==> src/hdl/tinyrv1_params.svh <==
`ifndef TINYRV1_PARAMS_SVH
`define TINYRV1_PARAMS_SVH

// Data path width
`define XLEN 32

// Instruction field ranges
`define RS1 19:15
`define RS2 24:20
`define RD  11:7
`define CSR 31:20

//==========================================================
// Instruction match patterns, used with ==? and casez
//==========================================================

`define ADD  32'b0000000_?????_?????_000_?????_0110011
`define ADDI 32'b???????_?????_?????_000_?????_0010011
`define MUL  32'b0000001_?????_?????_000_?????_0110011
`define LW   32'b???????_?????_?????_010_?????_0000011
`define SW   32'b???????_?????_?????_010_?????_0100011
`define JAL  32'b???????_?????_?????_???_?????_1101111
`define JR   32'b0000000_00000_?????_000_00000_1100111
`define BNE  32'b???????_?????_?????_001_?????_1100011
`define CSRR 32'b???????_?????_00000_010_?????_1110011
`define CSRW 32'b???????_?????_?????_001_00000_1110011

// CSR numbers
`define CSR_IN0  12'hfc2
`define CSR_IN1  12'hfc3
`define CSR_IN2  12'hfc4
`define CSR_OUT0 12'h7c2
`define CSR_OUT1 12'h7c3
`define CSR_OUT2 12'h7c4

`endif

==> src/hdl/tinyrv1_pkg.sv <==
`default_nettype none

`include "tinyrv1_params.svh"

package tinyrv1_pkg;

  // Control unit to datapath, grouped by stage
  typedef struct packed {
    // F
    logic       reg_en_f;
    logic [1:0] pc_sel;
    // D
    logic       reg_en_d;
    logic [1:0] imm_type;
    logic [1:0] op1_byp_sel;
    logic [1:0] op2_byp_sel;
    logic       op1_sel;
    logic [1:0] op2_sel;
    logic [1:0] csrr_sel;
    // X
    logic       alu_fn;
    logic [1:0] result_sel;
    // M
    logic       dmem_val;
    logic       dmem_type;
    logic       wb_sel;
    // W
    logic       rf_wen;
    logic [4:0] rf_waddr;
    logic       out0_en;
    logic       out1_en;
    logic       out2_en;
  } ctrl_sigs_t;

  // Datapath to control unit
  typedef struct packed {
    logic [`XLEN-1:0] inst;
    logic             eq_x;
  } status_t;

  // Memory request, answered in the same cycle
  typedef struct packed {
    logic             valid;
    logic             write;
    logic [`XLEN-1:0] addr;
    logic [`XLEN-1:0] wdata;
  } mem_req_t;

  // Input CSR values
  typedef struct packed {
    logic [`XLEN-1:0] in0;
    logic [`XLEN-1:0] in1;
    logic [`XLEN-1:0] in2;
  } csr_io_t;

endpackage

`default_nettype wire

==> src/hdl/proc_ctrl.sv <==
`timescale 1ns/1ps
`default_nettype none

`include "tinyrv1_params.svh"

module proc_ctrl (
  input  logic                    clk,
  input  logic                    rst_n,
  input  tinyrv1_pkg::status_t    status,
  output tinyrv1_pkg::ctrl_sigs_t ctrl
);

  logic [`XLEN-1:0] inst_d;
  logic [`XLEN-1:0] inst_x;
  logic [`XLEN-1:0] inst_m;
  logic [`XLEN-1:0] inst_w;
  logic             val_d;
  logic             val_x;
  logic             val_m;
  logic             val_w;

  logic rs1_en_d;
  logic rs2_en_d;
  logic wen_x;
  logic wen_m;
  logic wen_w;
  logic lw_x;
  logic stall_d;
  logic squash_d;
  logic squash_f;

  logic [1:0] pc_sel_f;
  logic [1:0] op1_byp_d;
  logic [1:0] op2_byp_d;
  logic [1:0] imm_type_d;
  logic       op1_sel_d;
  logic [1:0] op2_sel_d;
  logic [1:0] csrr_sel_d;
  logic       alu_fn_x;
  logic [1:0] result_sel_x;
  logic       dmem_val_m;
  logic       dmem_type_m;
  logic       wb_sel_m;
  logic [2:0] out_en_w;

  function automatic logic writes_rf(input logic [`XLEN-1:0] inst);
    return (inst ==? `ADD) | (inst ==? `ADDI) | (inst ==? `MUL) |
           (inst ==? `LW)  | (inst ==? `JAL)  | (inst ==? `CSRR);
  endfunction

  // Source matches destination, ignoring x0
  function automatic logic dep(input logic [4:0] src, input logic [4:0] dst);
    return (src == dst) && (dst != 5'd0);
  endfunction

  //==========================================================
  // Instruction and valid registers
  //==========================================================

  assign inst_d = status.inst;

  always_ff @(posedge clk) begin
    inst_x <= inst_d;
    inst_m <= inst_x;
    inst_w <= inst_m;
  end

  always_ff @(posedge clk) begin
    if (!rst_n) begin
      val_d <= 1'b0;
      val_x <= 1'b0;
      val_m <= 1'b0;
      val_w <= 1'b0;
    end else begin
      val_d <= ~squash_f | stall_d;
      val_x <= val_d & ~stall_d & ~squash_d;
      val_m <= val_x;
      val_w <= val_m;
    end
  end

  //==========================================================
  // Hazards
  //==========================================================

  assign rs1_en_d = (inst_d ==? `ADD) | (inst_d ==? `ADDI) | (inst_d ==? `MUL) |
                    (inst_d ==? `LW)  | (inst_d ==? `SW)   | (inst_d ==? `JR)  |
                    (inst_d ==? `BNE) | (inst_d ==? `CSRW);
  assign rs2_en_d = (inst_d ==? `ADD) | (inst_d ==? `MUL) |
                    (inst_d ==? `SW)  | (inst_d ==? `BNE);

  assign wen_x = val_x & writes_rf(inst_x);
  assign wen_m = val_m & writes_rf(inst_m);
  assign wen_w = val_w & writes_rf(inst_w);
  assign lw_x  = val_x & (inst_x ==? `LW);

  // Youngest producer wins, load data is not ready in X
  always_comb begin
    op1_byp_d = 2'd0;
    op2_byp_d = 2'd0;
    if (val_d && rs1_en_d) begin
      if (wen_x && !lw_x && dep(inst_d[`RS1], inst_x[`RD])) begin
        op1_byp_d = 2'd1;
      end else if (wen_m && dep(inst_d[`RS1], inst_m[`RD])) begin
        op1_byp_d = 2'd2;
      end else if (wen_w && dep(inst_d[`RS1], inst_w[`RD])) begin
        op1_byp_d = 2'd3;
      end
    end
    if (val_d && rs2_en_d) begin
      if (wen_x && !lw_x && dep(inst_d[`RS2], inst_x[`RD])) begin
        op2_byp_d = 2'd1;
      end else if (wen_m && dep(inst_d[`RS2], inst_m[`RD])) begin
        op2_byp_d = 2'd2;
      end else if (wen_w && dep(inst_d[`RS2], inst_w[`RD])) begin
        op2_byp_d = 2'd3;
      end
    end
  end

  // Load-use stall
  assign stall_d = val_d & lw_x &
                   ((rs1_en_d & dep(inst_d[`RS1], inst_x[`RD])) |
                    (rs2_en_d & dep(inst_d[`RS2], inst_x[`RD])));

  // Taken BNE kills D and F, jumps kill F
  assign squash_d = val_x & (inst_x ==? `BNE) & ~status.eq_x;
  assign squash_f = squash_d | (val_d & ((inst_d ==? `JAL) | (inst_d ==? `JR)));

  //==========================================================
  // Per-stage decode
  //==========================================================

  // Next PC: 0 PC+4, 1 JR, 2 JAL, 3 branch
  always_comb begin
    pc_sel_f = 2'd0;
    if (squash_d) begin
      pc_sel_f = 2'd3;
    end else if (val_d && (inst_d ==? `JR)) begin
      pc_sel_f = 2'd1;
    end else if (val_d && (inst_d ==? `JAL)) begin
      pc_sel_f = 2'd2;
    end
  end

  always_comb begin
    {imm_type_d, op1_sel_d, op2_sel_d} = 5'd0;
    if (val_d) begin
      casez (inst_d)
        //                                         imm   op1   op2
        `ADDI:   {imm_type_d, op1_sel_d, op2_sel_d} = {2'd0, 1'b0, 2'd1};
        `LW:     {imm_type_d, op1_sel_d, op2_sel_d} = {2'd0, 1'b0, 2'd1};
        `SW:     {imm_type_d, op1_sel_d, op2_sel_d} = {2'd1, 1'b0, 2'd1};
        `JAL:    {imm_type_d, op1_sel_d, op2_sel_d} = {2'd2, 1'b1, 2'd2};
        `BNE:    {imm_type_d, op1_sel_d, op2_sel_d} = {2'd3, 1'b0, 2'd0};
        `CSRW:   {imm_type_d, op1_sel_d, op2_sel_d} = {2'd0, 1'b0, 2'd3};
        default: {imm_type_d, op1_sel_d, op2_sel_d} = 5'd0;
      endcase
    end
  end

  always_comb begin
    csrr_sel_d = 2'd0;
    if (val_d && (inst_d ==? `CSRR)) begin
      case (inst_d[`CSR])
        `CSR_IN0: csrr_sel_d = 2'd0;
        `CSR_IN1: csrr_sel_d = 2'd1;
        `CSR_IN2: csrr_sel_d = 2'd2;
        default:  csrr_sel_d = 2'd0;
      endcase
    end
  end

  // Result: 0 ALU, 1 multiplier, 2 CSR
  always_comb begin
    {alu_fn_x, result_sel_x} = 3'd0;
    if (val_x) begin
      casez (inst_x)
        `MUL:    {alu_fn_x, result_sel_x} = {1'b0, 2'd1};
        `BNE:    {alu_fn_x, result_sel_x} = {1'b1, 2'd0};
        `CSRR:   {alu_fn_x, result_sel_x} = {1'b0, 2'd2};
        default: {alu_fn_x, result_sel_x} = 3'd0;
      endcase
    end
  end

  always_comb begin
    {dmem_val_m, dmem_type_m, wb_sel_m} = 3'b000;
    if (val_m) begin
      casez (inst_m)
        `LW:     {dmem_val_m, dmem_type_m, wb_sel_m} = 3'b101;
        `SW:     {dmem_val_m, dmem_type_m, wb_sel_m} = 3'b110;
        default: {dmem_val_m, dmem_type_m, wb_sel_m} = 3'b000;
      endcase
    end
  end

  always_comb begin
    out_en_w = 3'b000;
    if (val_w && (inst_w ==? `CSRW)) begin
      out_en_w[0] = inst_w[`CSR] == `CSR_OUT0;
      out_en_w[1] = inst_w[`CSR] == `CSR_OUT1;
      out_en_w[2] = inst_w[`CSR] == `CSR_OUT2;
    end
  end

  //==========================================================
  // Control bundle
  //==========================================================

  always_comb begin
    ctrl.reg_en_f    = ~stall_d;
    ctrl.pc_sel      = pc_sel_f;
    ctrl.reg_en_d    = ~stall_d;
    ctrl.imm_type    = imm_type_d;
    ctrl.op1_byp_sel = op1_byp_d;
    ctrl.op2_byp_sel = op2_byp_d;
    ctrl.op1_sel     = op1_sel_d;
    ctrl.op2_sel     = op2_sel_d;
    ctrl.csrr_sel    = csrr_sel_d;
    ctrl.alu_fn      = alu_fn_x;
    ctrl.result_sel  = result_sel_x;
    ctrl.dmem_val    = dmem_val_m;
    ctrl.dmem_type   = dmem_type_m;
    ctrl.wb_sel      = wb_sel_m;
    ctrl.rf_wen      = wen_w;
    ctrl.rf_waddr    = wen_w ? inst_w[`RD] : 5'd0;
    ctrl.out0_en     = out_en_w[0];
    ctrl.out1_en     = out_en_w[1];
    ctrl.out2_en     = out_en_w[2];
  end

endmodule

`default_nettype wire

==> src/hdl/proc_dpath.sv <==
`timescale 1ns/1ps
`default_nettype none

`include "tinyrv1_params.svh"

module proc_dpath (
  input  logic                    clk,
  input  logic                    rst_n,
  input  tinyrv1_pkg::ctrl_sigs_t ctrl,
  output tinyrv1_pkg::status_t    status,
  output tinyrv1_pkg::mem_req_t   imem_req,
  input  logic [`XLEN-1:0]        imem_resp,
  output tinyrv1_pkg::mem_req_t   dmem_req,
  input  logic [`XLEN-1:0]        dmem_resp,
  input  tinyrv1_pkg::csr_io_t    csr_in,
  output logic [`XLEN-1:0]        out0,
  output logic [`XLEN-1:0]        out1,
  output logic [`XLEN-1:0]        out2
);

  logic             fetch_on;
  logic [`XLEN-1:0] pc_f;
  logic [`XLEN-1:0] pc_next;

  logic [`XLEN-1:0] inst_d;
  logic [`XLEN-1:0] pc_d;
  logic [`XLEN-1:0] imm_d;
  logic [`XLEN-1:0] rdata1_d;
  logic [`XLEN-1:0] rdata2_d;
  logic [`XLEN-1:0] rs1_d;
  logic [`XLEN-1:0] rs2_d;
  logic [`XLEN-1:0] op1_d;
  logic [`XLEN-1:0] op2_d;
  logic [`XLEN-1:0] targ_d;
  logic [`XLEN-1:0] csr_d;

  logic [`XLEN-1:0] op1_x;
  logic [`XLEN-1:0] op2_x;
  logic [`XLEN-1:0] sd_x;
  logic [`XLEN-1:0] csr_x;
  logic [`XLEN-1:0] targ_x;
  logic [`XLEN-1:0] alu_x;
  logic [`XLEN-1:0] result_x;
  logic             eq_x;

  logic [`XLEN-1:0] result_m;
  logic [`XLEN-1:0] sd_m;
  logic [`XLEN-1:0] wb_m;
  logic [`XLEN-1:0] wb_w;

  logic [2:0]       out_en;
  logic [`XLEN-1:0] out_q [3];

  // Operand source: 0 RF, 1 X, 2 M, 3 W
  function automatic logic [`XLEN-1:0] byp_mux(input logic [1:0]       sel,
                                               input logic [`XLEN-1:0] rf_val,
                                               input logic [`XLEN-1:0] x_val,
                                               input logic [`XLEN-1:0] m_val,
                                               input logic [`XLEN-1:0] w_val);
    case (sel)
      2'd1:    return x_val;
      2'd2:    return m_val;
      2'd3:    return w_val;
      default: return rf_val;
    endcase
  endfunction

  //==========================================================
  // F stage
  //==========================================================

  // Fetch starts the cycle after reset is released
  always_ff @(posedge clk) begin
    if (!rst_n) begin
      fetch_on <= 1'b0;
      pc_f     <= '0;
    end else begin
      fetch_on <= 1'b1;
      if (ctrl.reg_en_f && fetch_on) begin
        pc_f <= pc_next;
      end
    end
  end

  always_comb begin
    case (ctrl.pc_sel)
      2'd1:    pc_next = rs1_d;
      2'd2:    pc_next = targ_d;
      2'd3:    pc_next = targ_x;
      default: pc_next = pc_f + `XLEN'd4;
    endcase
  end

  assign imem_req = '{valid: fetch_on, write: 1'b0, addr: pc_f, wdata: '0};

  //==========================================================
  // D stage
  //==========================================================

  // Before the first fetch D holds an all-zero word that decodes as nothing
  always_ff @(posedge clk) begin
    if (ctrl.reg_en_d) begin
      inst_d <= fetch_on ? imem_resp : '0;
      pc_d   <= pc_f;
    end
  end

  assign status.inst = inst_d;

  proc_regfile u_regfile (
    .clk    (clk),
    .rst_n  (rst_n),
    .raddr1 (inst_d[`RS1]),
    .raddr2 (inst_d[`RS2]),
    .rdata1 (rdata1_d),
    .rdata2 (rdata2_d),
    .wen    (ctrl.rf_wen),
    .waddr  (ctrl.rf_waddr),
    .wdata  (wb_w)
  );

  // Immediates: 0 I, 1 S, 2 J, 3 B
  always_comb begin
    case (ctrl.imm_type)
      2'd1: imm_d = {{20{inst_d[31]}}, inst_d[31:25], inst_d[11:7]};
      2'd2: imm_d = {{12{inst_d[31]}}, inst_d[19:12], inst_d[20], inst_d[30:21], 1'b0};
      2'd3: imm_d = {{20{inst_d[31]}}, inst_d[7], inst_d[30:25], inst_d[11:8], 1'b0};
      default: imm_d = {{20{inst_d[31]}}, inst_d[31:20]};
    endcase
  end

  assign rs1_d = byp_mux(ctrl.op1_byp_sel, rdata1_d, result_x, wb_m, wb_w);
  assign rs2_d = byp_mux(ctrl.op2_byp_sel, rdata2_d, result_x, wb_m, wb_w);

  assign op1_d = ctrl.op1_sel ? pc_d : rs1_d;

  always_comb begin
    case (ctrl.op2_sel)
      2'd1:    op2_d = imm_d;
      2'd2:    op2_d = `XLEN'd4;
      2'd3:    op2_d = '0;
      default: op2_d = rs2_d;
    endcase
  end

  // JAL target here, branch target carried to X
  assign targ_d = pc_d + imm_d;

  always_comb begin
    case (ctrl.csrr_sel)
      2'd1:    csr_d = csr_in.in1;
      2'd2:    csr_d = csr_in.in2;
      default: csr_d = csr_in.in0;
    endcase
  end

  //==========================================================
  // X stage
  //==========================================================

  always_ff @(posedge clk) begin
    op1_x  <= op1_d;
    op2_x  <= op2_d;
    sd_x   <= rs2_d;
    csr_x  <= csr_d;
    targ_x <= targ_d;
  end

  assign eq_x        = op1_x == op2_x;
  assign status.eq_x = eq_x;
  assign alu_x       = ctrl.alu_fn ? {{(`XLEN-1){1'b0}}, eq_x} : op1_x + op2_x;

  always_comb begin
    case (ctrl.result_sel)
      2'd1:    result_x = op1_x * op2_x;
      2'd2:    result_x = csr_x;
      default: result_x = alu_x;
    endcase
  end

  //==========================================================
  // M and W stages
  //==========================================================

  always_ff @(posedge clk) begin
    result_m <= result_x;
    sd_m     <= sd_x;
    wb_w     <= wb_m;
  end

  assign dmem_req = '{valid: ctrl.dmem_val, write: ctrl.dmem_type,
                      addr: result_m, wdata: sd_m};
  assign wb_m     = ctrl.wb_sel ? dmem_resp : result_m;

  // Output CSRs show the new value during the write cycle
  assign out_en = {ctrl.out2_en, ctrl.out1_en, ctrl.out0_en};

  always_ff @(posedge clk) begin
    for (int i = 0; i < 3; i++) begin
      if (!rst_n) begin
        out_q[i] <= '0;
      end else if (out_en[i]) begin
        out_q[i] <= wb_w;
      end
    end
  end

  assign out0 = out_en[0] ? wb_w : out_q[0];
  assign out1 = out_en[1] ? wb_w : out_q[1];
  assign out2 = out_en[2] ? wb_w : out_q[2];

endmodule

`default_nettype wire

==> src/hdl/proc_regfile.sv <==
`timescale 1ns/1ps
`default_nettype none

`include "tinyrv1_params.svh"

module proc_regfile (
  input  logic             clk,
  input  logic             rst_n,
  input  logic [4:0]       raddr1,
  input  logic [4:0]       raddr2,
  output logic [`XLEN-1:0] rdata1,
  output logic [`XLEN-1:0] rdata2,
  input  logic             wen,
  input  logic [4:0]       waddr,
  input  logic [`XLEN-1:0] wdata
);

  logic [`XLEN-1:0] regs [32];

  // No writes while the pipeline is held in reset
  always_ff @(posedge clk) begin
    if (rst_n && wen && (waddr != 5'd0)) begin
      regs[waddr] <= wdata;
    end
  end

  // x0 always reads as zero
  assign rdata1 = (raddr1 == 5'd0) ? '0 : regs[raddr1];
  assign rdata2 = (raddr2 == 5'd0) ? '0 : regs[raddr2];

endmodule

`default_nettype wire

==> src/hdl/tinyrv1_proc.sv <==
`timescale 1ns/1ps
`default_nettype none

`include "tinyrv1_params.svh"

module tinyrv1_proc (
  input  logic                  clk,
  input  logic                  rst_n,
  output tinyrv1_pkg::mem_req_t imem_req,
  input  logic [`XLEN-1:0]      imem_resp,
  output tinyrv1_pkg::mem_req_t dmem_req,
  input  logic [`XLEN-1:0]      dmem_resp,
  input  tinyrv1_pkg::csr_io_t  csr_in,
  output logic [`XLEN-1:0]      out0,
  output logic [`XLEN-1:0]      out1,
  output logic [`XLEN-1:0]      out2,
  output logic                  out0_en,
  output logic                  out1_en,
  output logic                  out2_en
);

  tinyrv1_pkg::ctrl_sigs_t ctrl;
  tinyrv1_pkg::status_t    status;

  proc_ctrl u_ctrl (
    .clk    (clk),
    .rst_n  (rst_n),
    .status (status),
    .ctrl   (ctrl)
  );

  proc_dpath u_dpath (
    .clk       (clk),
    .rst_n     (rst_n),
    .ctrl      (ctrl),
    .status    (status),
    .imem_req  (imem_req),
    .imem_resp (imem_resp),
    .dmem_req  (dmem_req),
    .dmem_resp (dmem_resp),
    .csr_in    (csr_in),
    .out0      (out0),
    .out1      (out1),
    .out2      (out2)
  );

  // Write strobes come straight from W decode
  assign out0_en = ctrl.out0_en;
  assign out1_en = ctrl.out1_en;
  assign out2_en = ctrl.out2_en;

endmodule

`default_nettype wire

==> config.mk <==
export PLATFORM = sky130hd
export DESIGN_NAME = tinyrv1_proc
export DESIGN_NICKNAME = d
export VERILOG_FILES = /design/src/hdl/tinyrv1_pkg.sv /design/src/hdl/proc_ctrl.sv /design/src/hdl/proc_dpath.sv /design/src/hdl/proc_regfile.sv /design/src/hdl/tinyrv1_proc.sv
export VERILOG_INCLUDE_DIRS = /design/src /design/src/hdl
export SDC_FILE = /design/constraint.sdc
export NUM_CORES = 2
export LEC_CHECK = 0
export BUFFER_PORTS_ARGS = -buffer_cell sky130_fd_sc_hd__buf_2
export CORE_ASPECT_RATIO = 1.75
export CORE_MARGIN = 5
export CORE_UTILIZATION = 45
export DETAILED_ROUTE_END_ITERATION = 16
export PLACE_DENSITY = 0.64
export SKIP_LAST_GASP = 1
export SYNTH_ARGS = -nofsm -noshare
export SYNTH_HDL_FRONTEND = slang
export SYNTH_HIERARCHICAL = 1
export SYNTH_SLANG_ARGS = --single-unit
==> constraint.sdc <==
create_clock -name clk -period 16.5 [get_ports clk]
set_input_delay 0.825 -clock clk [delete_from_list [all_inputs] [get_ports clk]]
set_output_delay 0.825 -clock clk [all_outputs]
set_load 0.02 [all_outputs]
==> implementation parameters <==
Parameter                              Value

Status
  Outcome ... completed

Layout
  Share of final-layout standard cells stronger than drive strength 1 ... 0.216
  Layout filler cell count ... 16,884
  Post-route cell area ... 98,400 µm²
  Post-route insts no fill ... 9,585
  Final core area utilization ... 0.502
  Number of nets in the finished design ... 7,601
  Synth-to-Final Area Change ... 11.2%

STA
  Sum of negative setup slack ... 0 ps
  Final hold viol count ... 0
  Clock Skews ... 69.8 ps
  Max-slew violation count ... 0
  Pin slew with the least headroom to its limit ... 1420 ps
  Maximum clock frequency ... 112 MHz
  Worst slew margin relative to its limit ... 0.0421
  Number of setup violations in the final report ... 0
  Share of the clock period used by the worst path ... 0.541
  Setup repair after global routing missed its margin ... no
  Time the worst path needs with I/O delays and setup ... 8930 ps

Setup path
  Classification of the worst setup path ... reg2reg
  Worst setup SP type ... register
  Type of destination of the critical path ... register
  Worst endpoint required time ... 17,160 ps
  Worst path arrival time ... 9580 ps
  Peak fanout along the critical path ... 25

Global route
  Total gr overflow ... 0
  Number of global-route vias before repair ... 63,150
  Global router's overall resource usage ... 0.302
  Number of antenna violations at the first check in global routing ... 39
  Wire length of the first global-routing pass ... 450,000 µm
  Pin count of the biggest net entering global routing ... 115

Power and ir drop
  Cell leakage power ... 36.7 nW
  Worst vdd ir ... 0.000494 V
  P per Cell Area ... 226 nW/µm²
  Power Total ... 22.3 mW

Clock tree
  Number of buffers on the longest clock path ... 4
  Clock Sink Count ... 1,573
  Clk slew on worst S/H paths ... 80 ps
  H-Tree Level Count ... 4
  Post-CTS repair timing setup buffer count ... 0
  Root buffer cell ... sky130_fd_sc_hd__clkbuf_16
  TritonCTS clock tree ... built
  Skew-Pair Late Insertion Delay ... 830 ps
  Resized Gates After CTS ... 0
  Number of buffers inserted during clock tree synthesis ... 158
  Hold bufs inserted after CTS ... 0

Die
  I/O Pins ... 393
  Horiz. Die Dim ... 345 µm
  Floorplan die area ... 206,000 µm²
  Die Y ... 597 µm
  Starting density of the core ... 0.452
  Std-Cell Core Area ... 196,000 µm²
  Row count ... 215

Yosys
  Portion of the post-synthesis area used by sequential elements ... 0.490
  Top flip-flop cell by instance count after synthesis ... sky130_fd_sc_hd__edfxtp_1
  Post-synthesis sequential element count ... 1,573
  Count of flip-flops with a built-in enable after synthesis ... 1,184
  Instance count of the mapped netlist ... 6,527
  Share of flip-flops with an asynchronous set or reset ... 0
  Number of distinct library cells after synthesis ... 106
  Cell area after synthesis ... 88,500 µm²
  Count of synthesis-stage warnings from yosys ... 6
  Synthesized area divided by synthesized cell count ... 13.6 µm²

Detailed routing
  Number of nets still failing antenna checks after routing ... 0
  WL/cell ... 33.3 µm
  Final wirelength ... 319,000 µm
  Via count ... 60,834
  Ratio of routed vias to standard cells ... 6.35
  First-iteration detailed-routing DRC count ... 6,383
  Remaining DRCs ... 0
  Pre-antenna DRT Iters ... 6

Placed design
  Port Buf Inserts ... 359
  GP Congestion ... 0.992
  Cell area reported after detailed placement ... 93,500 µm²
  Cell count after placement ... 9,283
  DP Wirelength ... 224,000 µm

Hold path
  Classification of the worst-slack hold path ... in2reg

Flow run
  Number of violations of the max-capacitance limit ... 0
metrics by stage:
stage	hold slack, ps	worst slack (ps)
global placement	310	7890
finish	212	7570
global route	208	7420
floorplan	310	9060
CTS	171	7700
detailed placement	312	7830
path summary, 6_finish.rpt:
check,start,end,slack (ps),depth (start not counted)
max,u_dpath/op2_x[7],u_dpath/op1_x[23],7570,22
min,csr_in[66],u_dpath/csr_x[2],210,3
max reg2reg,u_dpath/op2_x[7],u_dpath/op1_x[23],7570,22
min reg2reg,u_ctrl/inst_x[23],u_ctrl/inst_m[23],320,0
critical path, cell delays in order, from the launching register on:
cell                        delay, ps
sky130_fd_sc_hd__dfxtp_1         1190
sky130_fd_sc_hd__ha_1             440
sky130_fd_sc_hd__fa_1             480
sky130_fd_sc_hd__fa_1             510
sky130_fd_sc_hd__fa_1             510
sky130_fd_sc_hd__inv_1             50
sky130_fd_sc_hd__fa_1             470
sky130_fd_sc_hd__inv_1             50
sky130_fd_sc_hd__ha_1             270
sky130_fd_sc_hd__ha_1             290
sky130_fd_sc_hd__fa_1             500
sky130_fd_sc_hd__fa_1             420
sky130_fd_sc_hd__ha_1             350
sky130_fd_sc_hd__o21ai_0          190
sky130_fd_sc_hd__nand2b_1          80
sky130_fd_sc_hd__a21oi_1          630
sky130_fd_sc_hd__a2111oi_0        230
sky130_fd_sc_hd__or3_1            450
sky130_fd_sc_hd__a21oi_1          180
sky130_fd_sc_hd__xor2_1           220
sky130_fd_sc_hd__o221ai_1         360
sky130_fd_sc_hd__mux4_2           590
sky130_fd_sc_hd__mux2_2           280
flip-flops by register name (all words and copies together), names as in the netlist:
name	count
u_dpath/u_regfile/regs	1024
u_dpath/out_q	96
u_ctrl/inst_m	32
u_ctrl/inst_w	32
u_ctrl/inst_x	32
u_dpath/csr_x	32
u_dpath/inst_d	32
u_dpath/op1_x	32
u_dpath/op2_x	32
u_dpath/pc_d	32
u_dpath/pc_f	32
u_dpath/result_m	32
u_dpath/sd_m	32
u_dpath/sd_x	32
u_dpath/targ_x	32
u_dpath/wb_w	32
u_ctrl/val_d	1
u_ctrl/val_m	1
u_ctrl/val_w	1
u_ctrl/val_x	1
u_dpath/fetch_on	1
logic make-up after synthesis:
| group | share of synthesized area |
|---|---|
| AOI/OAI and AO/OA | 0.0774 |
| xor gates and xnor gates | 0.0166 |
| adders and majority gates | 0.120 |
| buffers and inverters | 0.0447 |
| DFF | 0.490 |
| muxes | 0.169 |
| other | 0.0000849 |
| and+or+nand+nor | 0.0825 |
synthesized netlist by cell type (28+ instances only):
master	n	area, µm²
sky130_fd_sc_hd__a211o_1	31	272
sky130_fd_sc_hd__a211oi_1	68	510
sky130_fd_sc_hd__a21o_1	43	323
sky130_fd_sc_hd__a21oi_1	168	841
sky130_fd_sc_hd__a221oi_1	38	333
sky130_fd_sc_hd__a22o_1	69	604
sky130_fd_sc_hd__a22oi_1	45	338
sky130_fd_sc_hd__and2_1	352	2200
sky130_fd_sc_hd__and3_1	114	713
sky130_fd_sc_hd__buf_2	61	305
sky130_fd_sc_hd__buf_4	65	488
sky130_fd_sc_hd__clkbuf_1	282	1060
sky130_fd_sc_hd__dfxtp_1	389	7790
sky130_fd_sc_hd__edfxtp_1	1184	35600
sky130_fd_sc_hd__fa_1	410	8210
sky130_fd_sc_hd__ha_1	190	2380
sky130_fd_sc_hd__inv_1	463	1740
sky130_fd_sc_hd__mux2_2	152	1710
sky130_fd_sc_hd__mux2i_1	250	2500
sky130_fd_sc_hd__mux4_2	463	10400
sky130_fd_sc_hd__nand2_1	397	1490
sky130_fd_sc_hd__nand3_1	64	320
sky130_fd_sc_hd__nor2_1	235	882
sky130_fd_sc_hd__nor2b_1	28	175
sky130_fd_sc_hd__nor3_1	76	380
sky130_fd_sc_hd__nor4_1	29	181
sky130_fd_sc_hd__o21ai_0	123	616
sky130_fd_sc_hd__o221ai_1	46	403
sky130_fd_sc_hd__o22ai_1	73	457
sky130_fd_sc_hd__xnor2_1	111	972
sky130_fd_sc_hd__xor2_1	54	473
cell usage in the layout (no fill, tap or decap), drive strengths merged, types with 65 or more instances in the layout:
cell / instances
and2: 352
nand2: 397
nor2: 235
edfxtp: 1184
nor3: 77
mux2: 173
conb: 65
and3: 114
clkbuf: 198
fa: 410
ha: 190
o21ai: 145
a22o: 69
buf: 545
mux4: 467
mux2i: 250
inv: 473
dfxtp: 389
a21oi: 169
o22ai: 73
xnor2: 111
a211oi: 72
area by class of cell:
type                    count  area [µm²]  share of cell area
clock buffers             198        4250              0.0432
multi-input cells        4093       41800               0.425
inverters                 468        1760              0.0179
repair buffers            545        3280              0.0334
well taps                2604        3260              0.0331
clock inverters            81         612             0.00622
flip-flops and latches   1573       43300               0.441
diodes                     23        57.6            0.000585
where the power goes:
| part | total [mW] | internal, mW | switching [mW] |
|---|---|---|---|
| Clock | 3.50 | 1.94 | 1.56 |
| Combinational | 13.7 | 5.24 | 8.46 |
| Sequential | 5.07 | 4.82 | 0.250 |
layer usage:
metal  routed length [µm]  track usage
met1               105000        0.337
met2               160000        0.525
met3                28300       0.0600
met4                25400        0.200
met5                  156            0
Power figures use the tool's default switching activity.
